### src/design/rv32_pkg.sv
`default_nettype none

package rv32_pkg;

    parameter int xlen = 32;                    // data and address width

    typedef logic [4:0]      reg_addr_t;        // register index
    typedef logic [xlen-1:0] word_t;            // one data word

    // major opcodes of the supported subset
    typedef enum logic [6:0] {
        op_lui   = 7'b0110111,
        op_jal   = 7'b1101111,
        op_br    = 7'b1100011,
        op_load  = 7'b0000011,
        op_store = 7'b0100011,
        op_imm   = 7'b0010011,
        op_reg   = 7'b0110011
    } opcode_t;

    typedef enum logic [2:0] {
        beq  = 3'b000,
        bne  = 3'b001,
        blt  = 3'b100,
        bge  = 3'b101,
        bltu = 3'b110,
        bgeu = 3'b111
    } branch_funct3_t;

    typedef enum logic [2:0] {
        add  = 3'b000,                          // also sub with funct7 alt
        sll  = 3'b001,
        slt  = 3'b010,
        sltu = 3'b011,
        axor = 3'b100,
        sr   = 3'b101,                          // srl or sra
        aor  = 3'b110,
        aand = 3'b111
    } arith_funct3_t;

    // low eight follow funct3, bit 3 marks the alternate form
    typedef enum logic [3:0] {
        alu_add  = 4'b0000,
        alu_sll  = 4'b0001,
        alu_slt  = 4'b0010,
        alu_sltu = 4'b0011,
        alu_xor  = 4'b0100,
        alu_srl  = 4'b0101,
        alu_or   = 4'b0110,
        alu_and  = 4'b0111,
        alu_sub  = 4'b1000,
        alu_sra  = 4'b1101
    } alu_op_t;

    typedef enum logic [3:0] {
        fetch_addr, fetch_wait, fetch_latch, decode,
        alu_imm, alu_reg, lui_wb, branch, jump,
        calc_addr, load_wait, load_wb, store_wait, store_done
    } ctrl_state_t;

    typedef enum logic {a_rs1, a_pc} a_sel_t;

    typedef enum logic [2:0] {b_rs2, b_i_imm, b_s_imm, b_b_imm, b_j_imm} b_sel_t;

    typedef enum logic [2:0] {wb_alu, wb_cmp, wb_u_imm, wb_pc_plus4, wb_mem} wb_sel_t;

    // everything the control FSM drives into the datapath
    typedef struct packed {
        logic           load_pc;
        logic           pc_from_alu;            // else pc + 4
        logic           load_ir;
        logic           load_mar;               // also loads the data-out register
        logic           addr_from_alu;          // else pc
        logic           load_mdr;
        logic           load_regfile;
        wb_sel_t        wb_sel;
        a_sel_t         a_sel;
        b_sel_t         b_sel;
        alu_op_t        alu_op;
        logic           cmp_imm;                // compare against i_imm instead of rs2
        branch_funct3_t cmp_op;
    } ctrl_t;

    typedef struct packed {
        word_t addr;
        word_t wdata;
        logic  write;
    } mem_req_t;

endpackage

`default_nettype wire

### src/design/rv32_alu.sv
`timescale 1ns/10ps
`default_nettype none

module rv32_alu import rv32_pkg::*; (
    input  alu_op_t        alu_op,
    input  word_t          a,
    input  word_t          b,
    input  branch_funct3_t cmp_op,
    input  word_t          cmp_b,
    output word_t          result,
    output logic           br_en
);

    logic [4:0] shamt;                          // rv32 shifts use five bits
    logic       eq;
    logic       lt;
    logic       ltu;

    assign shamt = b[4:0];

    always_comb begin
        case (alu_op)
            alu_add:  result = a + b;
            alu_sub:  result = a - b;
            alu_sll:  result = a << shamt;
            alu_srl:  result = a >> shamt;
            alu_sra:  result = word_t'($signed(a) >>> shamt);
            alu_slt:  result = {{(xlen-1){1'b0}}, $signed(a) < $signed(b)};
            alu_sltu: result = {{(xlen-1){1'b0}}, a < b};
            alu_xor:  result = a ^ b;
            alu_or:   result = a | b;
            alu_and:  result = a & b;
            default:  result = a + b;
        endcase
    end

    // comparator, shared by branches and slt/sltu writeback
    assign eq  = (a == cmp_b);
    assign lt  = ($signed(a) < $signed(cmp_b));
    assign ltu = (a < cmp_b);

    always_comb begin
        case (cmp_op)
            beq:     br_en = eq;
            bne:     br_en = !eq;
            blt:     br_en = lt;
            bge:     br_en = !lt;
            bltu:    br_en = ltu;
            bgeu:    br_en = !ltu;
            default: br_en = 1'b0;              // undefined funct3 never taken
        endcase
    end

endmodule

`default_nettype wire

### src/design/rv32_regfile.sv
`timescale 1ns/10ps
`default_nettype none

module rv32_regfile import rv32_pkg::*; (
    input  logic      clk,
    input  logic      rst,
    input  logic      we,
    input  reg_addr_t rd,
    input  word_t     wdata,
    input  reg_addr_t rs1,
    input  reg_addr_t rs2,
    output word_t     rs1_data,
    output word_t     rs2_data
);

    word_t regs [1:31];                         // x0 has no storage

    always_ff @(posedge clk) begin
        if (rst) begin
            for (int i = 1; i < 32; i++) begin
                regs[i] <= '0;
            end
        end else if (we && (rd != '0)) begin    // writes to x0 dropped
            regs[rd] <= wdata;
        end
    end

    // combinational reads, x0 reads as zero
    assign rs1_data = (rs1 == '0) ? '0 : regs[rs1];
    assign rs2_data = (rs2 == '0) ? '0 : regs[rs2];

endmodule

`default_nettype wire

### src/design/rv32_datapath.sv
`timescale 1ns/10ps
`default_nettype none

module rv32_datapath import rv32_pkg::*; #(
    parameter word_t reset_vector = '0
) (
    input  logic  clk,
    input  logic  rst,
    input  ctrl_t ctrl,
    input  word_t mem_rdata,
    output word_t ir,
    output logic  br_en,
    output word_t addr,
    output word_t wdata
);

    word_t pc;
    word_t pc_plus4;
    word_t mar;                                 // memory address register
    word_t data_out;                            // store data, held for the request
    word_t mdr;                                 // memory data register
    word_t rs1_data;
    word_t rs2_data;
    word_t i_imm;
    word_t s_imm;
    word_t b_imm;
    word_t u_imm;
    word_t j_imm;
    word_t alu_a;
    word_t alu_b;
    word_t cmp_b;
    word_t alu_result;
    word_t rd_data;

    // immediates straight from the instruction register
    assign i_imm = {{20{ir[31]}}, ir[31:20]};
    assign s_imm = {{20{ir[31]}}, ir[31:25], ir[11:7]};
    assign b_imm = {{19{ir[31]}}, ir[31], ir[7], ir[30:25], ir[11:8], 1'b0};
    assign u_imm = {ir[31:12], 12'b0};
    assign j_imm = {{11{ir[31]}}, ir[31], ir[19:12], ir[20], ir[30:21], 1'b0};

    assign pc_plus4 = pc + word_t'(4);

    always_ff @(posedge clk) begin
        if (rst) begin
            pc <= reset_vector;
        end else if (ctrl.load_pc) begin
            pc <= ctrl.pc_from_alu ? alu_result : pc_plus4;
        end
    end

    always_ff @(posedge clk) begin
        if (ctrl.load_ir) begin
            ir <= mdr;                          // fetched word sits in mdr first
        end
        if (ctrl.load_mar) begin
            mar      <= ctrl.addr_from_alu ? alu_result : pc;
            data_out <= rs2_data;
        end
        if (ctrl.load_mdr) begin
            mdr <= mem_rdata;                   // only set in the transfer cycle
        end
    end

    assign addr  = mar;
    assign wdata = data_out;

    rv32_regfile u_regfile (
        .clk      (clk),
        .rst      (rst),
        .we       (ctrl.load_regfile),
        .rd       (ir[11:7]),
        .wdata    (rd_data),
        .rs1      (ir[19:15]),
        .rs2      (ir[24:20]),
        .rs1_data (rs1_data),
        .rs2_data (rs2_data)
    );

    assign alu_a = (ctrl.a_sel == a_pc) ? pc : rs1_data;

    always_comb begin
        case (ctrl.b_sel)
            b_rs2:   alu_b = rs2_data;
            b_s_imm: alu_b = s_imm;
            b_b_imm: alu_b = b_imm;
            b_j_imm: alu_b = j_imm;
            default: alu_b = i_imm;
        endcase
    end

    assign cmp_b = ctrl.cmp_imm ? i_imm : rs2_data; // slti/sltiu use i_imm

    rv32_alu u_alu (
        .alu_op (ctrl.alu_op),
        .a      (alu_a),
        .b      (alu_b),
        .cmp_op (ctrl.cmp_op),
        .cmp_b  (cmp_b),
        .result (alu_result),
        .br_en  (br_en)
    );

    always_comb begin
        case (ctrl.wb_sel)
            wb_cmp:      rd_data = {{(xlen-1){1'b0}}, br_en};
            wb_u_imm:    rd_data = u_imm;
            wb_pc_plus4: rd_data = pc_plus4;    // pc still holds this instruction
            wb_mem:      rd_data = mdr;
            default:     rd_data = alu_result;
        endcase
    end

endmodule

`default_nettype wire

### src/design/rv32_control.sv
`timescale 1ns/10ps
`default_nettype none

module rv32_control import rv32_pkg::*; (
    input  logic  clk,
    input  logic  rst,
    input  word_t ir,
    input  logic  br_en,
    input  logic  mem_ready,
    output ctrl_t ctrl,
    output logic  mem_valid,
    output logic  mem_write
);

    localparam logic [6:0] funct7_alt = 7'b0100000; // selects sub and sra

    ctrl_state_t   state;
    ctrl_state_t   next_state;
    opcode_t       opcode;
    logic [2:0]    funct3;
    logic [6:0]    funct7;
    arith_funct3_t arith_funct3;
    logic          br_taken;                    // comparator result sampled in decode

    assign opcode       = opcode_t'(ir[6:0]);
    assign funct3       = ir[14:12];
    assign funct7       = ir[31:25];
    assign arith_funct3 = arith_funct3_t'(funct3);

    always_ff @(posedge clk) begin
        if (rst) begin
            state    <= fetch_addr;
            br_taken <= 1'b0;
        end else begin
            state <= next_state;
            if (state == decode) begin
                br_taken <= br_en;              // a_sel is rs1 here, so this is rs1 vs rs2
            end
        end
    end

    // shared by alu_imm and alu_reg, only add/sub differs between them
    function automatic void set_arith(input logic is_reg);
        ctrl.load_regfile = 1'b1;
        ctrl.load_pc      = 1'b1;
        ctrl.alu_op       = alu_op_t'({1'b0, funct3});
        case (arith_funct3)
            sr:  ctrl.alu_op = (funct7 == funct7_alt) ? alu_sra : alu_srl;
            add: ctrl.alu_op = (is_reg && funct7 == funct7_alt) ? alu_sub : alu_add;
            slt: begin
                ctrl.wb_sel = wb_cmp;
                ctrl.cmp_op = blt;
            end
            sltu: begin
                ctrl.wb_sel = wb_cmp;
                ctrl.cmp_op = bltu;
            end
            default: ;
        endcase
    endfunction

    always_comb begin
        ctrl.load_pc       = 1'b0;
        ctrl.pc_from_alu   = 1'b0;
        ctrl.load_ir       = 1'b0;
        ctrl.load_mar      = 1'b0;
        ctrl.addr_from_alu = 1'b0;
        ctrl.load_mdr      = 1'b0;
        ctrl.load_regfile  = 1'b0;
        ctrl.wb_sel        = wb_alu;
        ctrl.a_sel         = a_rs1;
        ctrl.b_sel         = b_i_imm;
        ctrl.alu_op        = alu_add;
        ctrl.cmp_imm       = 1'b0;
        ctrl.cmp_op        = branch_funct3_t'(funct3); // branch condition by default
        mem_valid          = 1'b0;
        mem_write          = 1'b0;
        case (state)
            fetch_addr: ctrl.load_mar = 1'b1;   // mar <= pc
            fetch_wait: begin
                mem_valid     = 1'b1;
                ctrl.load_mdr = mem_ready;
            end
            fetch_latch: ctrl.load_ir = 1'b1;
            alu_imm: begin
                ctrl.cmp_imm = 1'b1;
                set_arith(1'b0);
            end
            alu_reg: begin
                ctrl.b_sel = b_rs2;
                set_arith(1'b1);
            end
            lui_wb: begin
                ctrl.load_regfile = 1'b1;
                ctrl.wb_sel       = wb_u_imm;
                ctrl.load_pc      = 1'b1;
            end
            branch: begin
                ctrl.a_sel       = a_pc;        // target = pc + b_imm
                ctrl.b_sel       = b_b_imm;
                ctrl.load_pc     = 1'b1;
                ctrl.pc_from_alu = br_taken;
            end
            jump: begin
                ctrl.a_sel        = a_pc;
                ctrl.b_sel        = b_j_imm;
                ctrl.load_pc      = 1'b1;
                ctrl.pc_from_alu  = 1'b1;
                ctrl.load_regfile = 1'b1;
                ctrl.wb_sel       = wb_pc_plus4;
            end
            calc_addr: begin
                ctrl.b_sel         = (opcode == op_store) ? b_s_imm : b_i_imm;
                ctrl.load_mar      = 1'b1;      // data-out takes rs2 alongside
                ctrl.addr_from_alu = 1'b1;
            end
            load_wait: begin
                mem_valid     = 1'b1;
                ctrl.load_mdr = mem_ready;
            end
            load_wb: begin
                ctrl.load_regfile = 1'b1;
                ctrl.wb_sel       = wb_mem;
                ctrl.load_pc      = 1'b1;
            end
            store_wait: begin
                mem_valid = 1'b1;
                mem_write = 1'b1;
            end
            store_done: ctrl.load_pc = 1'b1;
            default: ;                          // decode drives nothing
        endcase
    end

    always_comb begin
        next_state = fetch_addr;
        case (state)
            fetch_addr:  next_state = fetch_wait;
            fetch_wait:  next_state = mem_ready ? fetch_latch : fetch_wait;
            fetch_latch: next_state = decode;
            decode: begin
                case (opcode)
                    op_imm:   next_state = alu_imm;
                    op_reg:   next_state = alu_reg;
                    op_lui:   next_state = lui_wb;
                    op_br:    next_state = branch;
                    op_jal:   next_state = jump;
                    op_load,
                    op_store: next_state = calc_addr;
                    default:  next_state = fetch_addr; // unknown opcode refetches
                endcase
            end
            calc_addr:  next_state = (opcode == op_store) ? store_wait : load_wait;
            load_wait:  next_state = mem_ready ? load_wb : load_wait;
            store_wait: next_state = mem_ready ? store_done : store_wait;
            default:    next_state = fetch_addr;
        endcase
    end

endmodule

`default_nettype wire

### src/design/rv32_core.sv
`timescale 1ns/10ps
`default_nettype none

module rv32_core import rv32_pkg::*; #(
    parameter word_t reset_vector = '0          // first fetch address
) (
    input  logic     clk,
    input  logic     rst,
    output logic     mem_valid,
    output mem_req_t mem_req,
    input  logic     mem_ready,
    input  word_t    mem_rdata
);

    ctrl_t ctrl;
    word_t ir;
    logic  br_en;
    word_t addr;
    word_t wdata;
    logic  mem_write;

    rv32_control u_control (
        .clk       (clk),
        .rst       (rst),
        .ir        (ir),
        .br_en     (br_en),
        .mem_ready (mem_ready),
        .ctrl      (ctrl),
        .mem_valid (mem_valid),
        .mem_write (mem_write)
    );

    rv32_datapath #(
        .reset_vector (reset_vector)
    ) u_datapath (
        .clk       (clk),
        .rst       (rst),
        .ctrl      (ctrl),
        .mem_rdata (mem_rdata),
        .ir        (ir),
        .br_en     (br_en),
        .addr      (addr),
        .wdata     (wdata)
    );

    // addr and wdata come from registers, so the request holds while waiting
    assign mem_req = '{addr: addr, wdata: wdata, write: mem_write};

endmodule

`default_nettype wire

### config.mk
export PLATFORM = sky130hd
export DESIGN_NAME = rv32_core
export DESIGN_NICKNAME = d
export VERILOG_FILES = /design/src/design/rv32_pkg.sv /design/src/design/rv32_alu.sv /design/src/design/rv32_regfile.sv /design/src/design/rv32_datapath.sv /design/src/design/rv32_control.sv /design/src/design/rv32_core.sv
export SDC_FILE = /design/constraint.sdc
export NUM_CORES = 2
export LEC_CHECK = 0
export BUFFER_PORTS_ARGS = -buffer_cell sky130_fd_sc_hd__buf_2
export CAP_MARGIN = 40
export CORE_ASPECT_RATIO = 0.6
export CORE_UTILIZATION = 45
export DETAILED_ROUTE_END_ITERATION = 10
export PLACE_DENSITY_LB_ADDON = 0.1
export SLEW_MARGIN = 15
export SYNTH_ARGS = -nofsm -noshare
export SYNTH_HDL_FRONTEND = slang
export SYNTH_SLANG_ARGS = --single-unit
### constraint.sdc
create_clock -name clk -period 16.1 [get_ports clk]
set_input_delay 1.61 -clock clk [delete_from_list [all_inputs] [get_ports clk]]
set_output_delay 1.61 -clock clk [all_outputs]
set_load 0.005 [all_outputs]
* Yosys cells after proc, flatten, opt, wreduce, memory -nomap -nowiden
Memories as Yosys holds them, arrays and structs flattened. A register that Yosys moved wholly into a read port is not among the register bits.
Cells that the tools add are included.
** Word-level totals
- Register bits after elaboration :: 165
- Memories kept :: 1
- RAM bits :: 992
** Memories
- u_datapath.u_regfile.regs :: depth 31, bits a word 32, read ports 2, clocked after Yosys merged registers in 2, wr ports 31, line rv32_regfile.sv:16 : word_t regs [1:31];
** Cells by class
- Add/sub/neg operators :: 3
- Magnitude comparators :: 4
- Bitwise logic cells :: 3
- Eq/ne operators :: 46
- Reduce and logical (&&, ||, !) cells :: 20
- Shift operators :: 3
- Multiplexer cells :: 47
** Operator list (count)
- 32-bit case mux with 9 select lines :: 1
- 32-bit case mux with 4 select lines :: 2
- 32-bit 2-to-1 mux :: 7
- 32-bit less-than comparator :: 4
- 32-bit by 3-bit adder with 32-bit output, second input constant :: 1
- 32-bit adder :: 1
- 32-bit bitwise AND :: 1
- 32-bit equality test :: 1
- 4-bit by 3-bit equality test with 1-bit output, second input constant :: 8
- 4-bit equality test, second input constant :: 8
- 32-bit bitwise OR :: 1
- 32-bit OR reduction :: 1
- 32-bit by 5-bit << shifter with 32-bit output :: 1
- 32-bit by 5-bit right shift with 32-bit output :: 1
- 32-bit by 5-bit >>> shifter with 32-bit output :: 1
- 32-bit subtractor :: 1
- 32-bit bitwise XOR :: 1
- 7-bit by 6-bit equality test with 1-bit output, second input constant :: 4
- 4-bit case mux with 7 select lines :: 1
- 4-bit case mux with 2 select lines :: 3
- 4-bit case mux with 6 select lines :: 1
- 3-bit equality test, second input constant :: 7
- 3-bit by 2-bit equality test with 1-bit output, second input constant :: 6
- 1-bit 2-to-1 mux :: 18
- 24 further kinds :: 45

* Longest topological paths before layout
- Depth after elaboration :: 10
- Gate-level depth with buffers :: 28

* Cells and area by module
Synthesis repeated with hierarchy kept, for this count alone.
** Second synthesis, totals
- Cells, all modules :: 6077
- Area total of the unflattened synthesis :: 73793.3 µm²
** Modules (own cells, without submodules)
- rv32_regfile :: area each 54632.4 µm², seq. area each 30749.5 µm², instances 1, cells each 3765
- rv32_alu :: area each 9337.7 µm², seq. area each 0.0 µm², instances 1, cells each 1325
- rv32_datapath :: area each 9140.0 µm², seq. area each 4484.3 µm², instances 1, cells each 882
- rv32_control :: area each 675.6 µm², seq. area each 100.1 µm², instances 1, cells each 104
- rv32_core :: area each 7.5 µm², seq. area each 0.0 µm², instances 1, cells each 1

* Worst setup path before layout
No wires, ideal clock.
- Kind :: register -> register
- From :: register (tool-made name)
- To :: memory u_datapath.u_regfile.regs[19][28] in the netlist's numbering, data pin
- Slack :: 9530 ps
- Clock period less this slack :: 6570 ps
- Stages on the path, launching flop included :: 26
- Required time :: 15835 ps
- Arrival time :: 6305 ps
- Buffers on the path :: 6
- Cells stage by stage :: dfxtp_1 buf_6 clkbuf_1 buf_1 buf_1 mux4_2 mux4_2 mux2i_1 nor2_1 nand2_1 nand2_1 ha_1 clkbuf_1 inv_1 a221oi_1 o21a_1 o21ai_1 a41oi_1 o41ai_1 a221oi_1 xnor2_1 o221ai_1 a31o_2 o31ai_2 buf_2 nor2_1
** RTL lines (line)
- end, declared :: rv32_regfile.sv:16

==> implementation parameters <==
Parameter                              Value

Worst setup path
  Largest incremental delay on the critical path ... 0.82 ns
  List of cells traversed by the critical path ... buf_4, buf_4, and2_2, buf_4, a221oi_1, a221o_1, a21oi_1, a311oi_2, buf_4, ha_1, or2_2, a221oi_1, nor4_1, o21ai_0, a221oi_1, buf_2, o21a_1, a221o_1, o21ai_0, nor4b_1, o2bb2ai_2, buf_4, nor2_1
  Startpoint type of the worst setup path ... register
  Worst reg2reg setup slack ... 6.39 ns
  Category of the most critical setup path ... register to register
  Biggest fanout along the worst timing path ... 47
  Slowest stage cell, crit path ... and2_2
  Crit-path leading delay family ... compound AO/OA/AOI/OAI gates
  Count of buffer and inverter cells on the critical path ... 6
  Endpoint class of the critical path ... register
  Most Frequent Cell on Critical Path ... buf_4
  Required time of the critical path ... 16.59 ns
  Arrival time at the worst endpoint ... 10.20 ns

Routing
  Vias after detailed routing ... 60.2k
  Sum of routed wire length over all layers ... 346 mm
  Number of iterations in the first detailed-routing pass ... 7
  Count of routing violations after the opening detailed-route iteration ... 10.6k
  Routed len/inst ... 40.7 um
  Detailed-route DRC error count ... 0
  Via-to-Cell Ratio ... 7.09
  Antenna viol nets, final ... 0

CTS
  Count of clock tree sinks ... 1199
  Number of buffers added for setup after CTS ... 0
  Cell chosen for the clock root ... clkbuf_16
  CTS Hold Buffers Added ... 0
  TritonCTS buffer count ... 115
  Longest Clk Path Bufs ... 3
  Clock tree from TritonCTS ... yes
  Worst-Skew Late Latency ... 0.79 ns
  Resize count post-CTS ... 0
  Clock slew at the register clock pins of the worst setup and hold paths ... 0.07 ns
  H-tree depth ... 3

Power
  Peak ir drop on the vdd network ... 95.8 uV
  Switching Fraction ... 31.3%
  Power per cell area ... 101 nW/um^2
  Net switching power ... 2540 uW
  Part of the power in the clock network ... 34.9%
  Total Power Consumption ... 8100 uW
  Internal power consumption ... 5560 uW
  Portion of total power attributed to sequential cells ... 44.9%
  Share of total power in combinational logic ... 20.2%
  Static Leakage ... 0.0299 uW

Finish
  Cell Count, Final, Fillers Out ... 8492
  Most common cell after layout, fill and taps aside ... nor2_1
  Fraction of layout cells with a size suffix above 1 ... 20.4%
  Multi-input logic area ... 34300 um^2
  Net count, final ... 6414
  Commonest cells after routing, fill and taps aside ... 1169 x nor2_1, 1152 x edfxtp_1, 427 x mux4_2, 363 x a21oi_1, 308 x mux2i_1
  Total of fill cells in the finished design ... 14.1k
  Core occupancy in the finished layout ... 50.4%
  Total area of sequential cells ... 35600 um^2
  Layout overhead on the synthesized area ... 10.4%

GRT
  GRT Residual Overflow ... 0
  Number of antenna violations at the first check in global routing ... 14
  Global-route wire length before repair ... 466 mm
  Largest net degree at the start of global routing ... 126
  Overall global routing resource usage ... 41.6%
  Number of global-route vias before repair ... 55.2k

Synth
  Post-synthesis sequential area ratio ... 48.8%
  Most frequently used flop master after synthesis ... edfxtp_1
  Flip-flop and latch count after synthesis ... 1199
  Post-synth EDFFs ... 1152
  Async S/R FF share, synth ... 0%
  Mapped Cells ... 6291
  Number of unique standard cell types used by synthesis ... 112
  Synth warn ... 0
  Combined area of all synthesized cells ... 72800 um^2
  Mapped Avg Cell Area ... 11.6 um^2

Placed design
  Minimum setup slack after placement ... 6.83 ns
  Placed Cells incl. Taps ... 8242
  Port bufs ... 100
  Final HPWL from detailed placement ... 237 mm
  Routability-driven placement congestion ratio ... 1.11

STA
  Slew at the pin with the worst max-slew slack ... 1.49 ns
  Final Hold Viols ... 0
  Unrepaired setup endpoints after global routing ... no
  Relative slew margins ... 0.955%
  Share of the clock period used by the worst path after layout ... 60.3%
  Slew Viols, Final ... 0
  Sum Neg Setup Slack ... 0 ns
  Final critical path time including I/O delays and setup ... 9.71 ns
  Number of failing setup endpoints in the final timing report ... 0
  Fin Clk Skew ... 0.0444 ns
  Worst-case setup margin in the final layout ... 6.39 ns
  Max Fclk ... 0.103 GHz

Floorplan
  Number of placement rows ... 113
  Placeable core region ... 159000 um^2
  Initial Util ... 45.7%
  I/O pin cnt ... 101
  Die extent in y ... 313 um
  Total die area ... 163000 um^2
  Horizontal die dimension ... 521 um

Outcome
  Status ... finished clean

Run
  Max Cap Violations ... 0

Hold path
  Worst min path class ... register to register
[sequential cells by signal, summed over array words and instances (netlist names), named ones only]
register / flops
u_datapath.ir: 32
u_datapath.mdr: 32
u_control.br_taken: 1
u_datapath.pc: 32
u_datapath.addr: 32
u_datapath.u_regfile.regs: 1024
u_control.state: 4
u_datapath.wdata: 32
[cells by family (layout without fill, tap and decap cells)]
| logic type | after synthesis | in the layout | synth area share [%] |
|---|---|---|---|
| AOI/OAI and AO/OA | 1306 | 1306 | 12.5 |
| other | 1 | 53 | 0.00515 |
| xor gates and xnor gates | 49 | 49 | 0.590 |
| and+or+nand+nor | 1990 | 1990 | 11.7 |
| buffers and inverters | 771 | 793 | 4.87 |
| muxes | 843 | 843 | 19.2 |
| DFF | 1199 | 1199 | 48.8 |
| adders and majority gates | 132 | 132 | 2.29 |
[layer usage]
layer	part of all wire (%)	GRT usage, %
met5	0.70	8.88
met4	3.5	13.2
met3	17	21.4
met2	37	51.6
met1	41	60.4
[worst paths after layout]
kind	start	end	cells past startpoint
setup / recovery	register	u_datapath.u_regfile.regs[8][26]	23
hold / removal	u_datapath.mdr[28]	u_datapath.ir[28]	0
setup reg to reg	register	u_datapath.u_regfile.regs[8][26]	23
hold reg to reg	u_datapath.mdr[28]	u_datapath.ir[28]	0
[area by class of cell]
cell class                 instances  area share [%]
sequential                      1199            44.3
multi-input combinational       4352            42.7
timing repair buffer             417            4.22
clock buffer                     131            3.66
tap                             2127            3.31
clock inverter                    82            1.00
inverter                         163           0.767
antenna                           21          0.0654
[cell usage after synthesis (all sizes together), types with 29 or more instances]
cell,number,area [um^2]
mux2,106,1190
mux2i,309,3100
o21ai,220,1110
ha,129,1610
a221oi,106,935
o221ai,46,403
a211oi,110,851
edfxtp,1152,34600
buf,253,1590
mux4,428,9640
a221o,51,510
xnor2,42,368
dfxtp,47,941
nor2,1179,4430
a22oi,51,388
nand2,352,1330
a21oi,368,1860
and2,107,669
clkbuf,355,1340
inv,157,592
and3,54,338
a21o,29,218
nor3,119,606
nand3,42,210
[power by group through the flow]
stage	Combinational [uW]	Sequential (uW)	Clock, uW
floorplan	952	3650	0
global placement	1530	3700	0
detailed placement	1560	3700	0
CTS	1560	3640	2840
global route	1680	3650	2950
finish	1630	3640	2830
[through the flow]
stage	instance area (um^2)	hold WS, ns
finish	80300	0.457
global placement	75600	0.444
detailed placement	76300	0.439
CTS	80000	0.456
global route	80300	0.470
floorplan	72900	0.425
(Power assumes the default switching activity.)
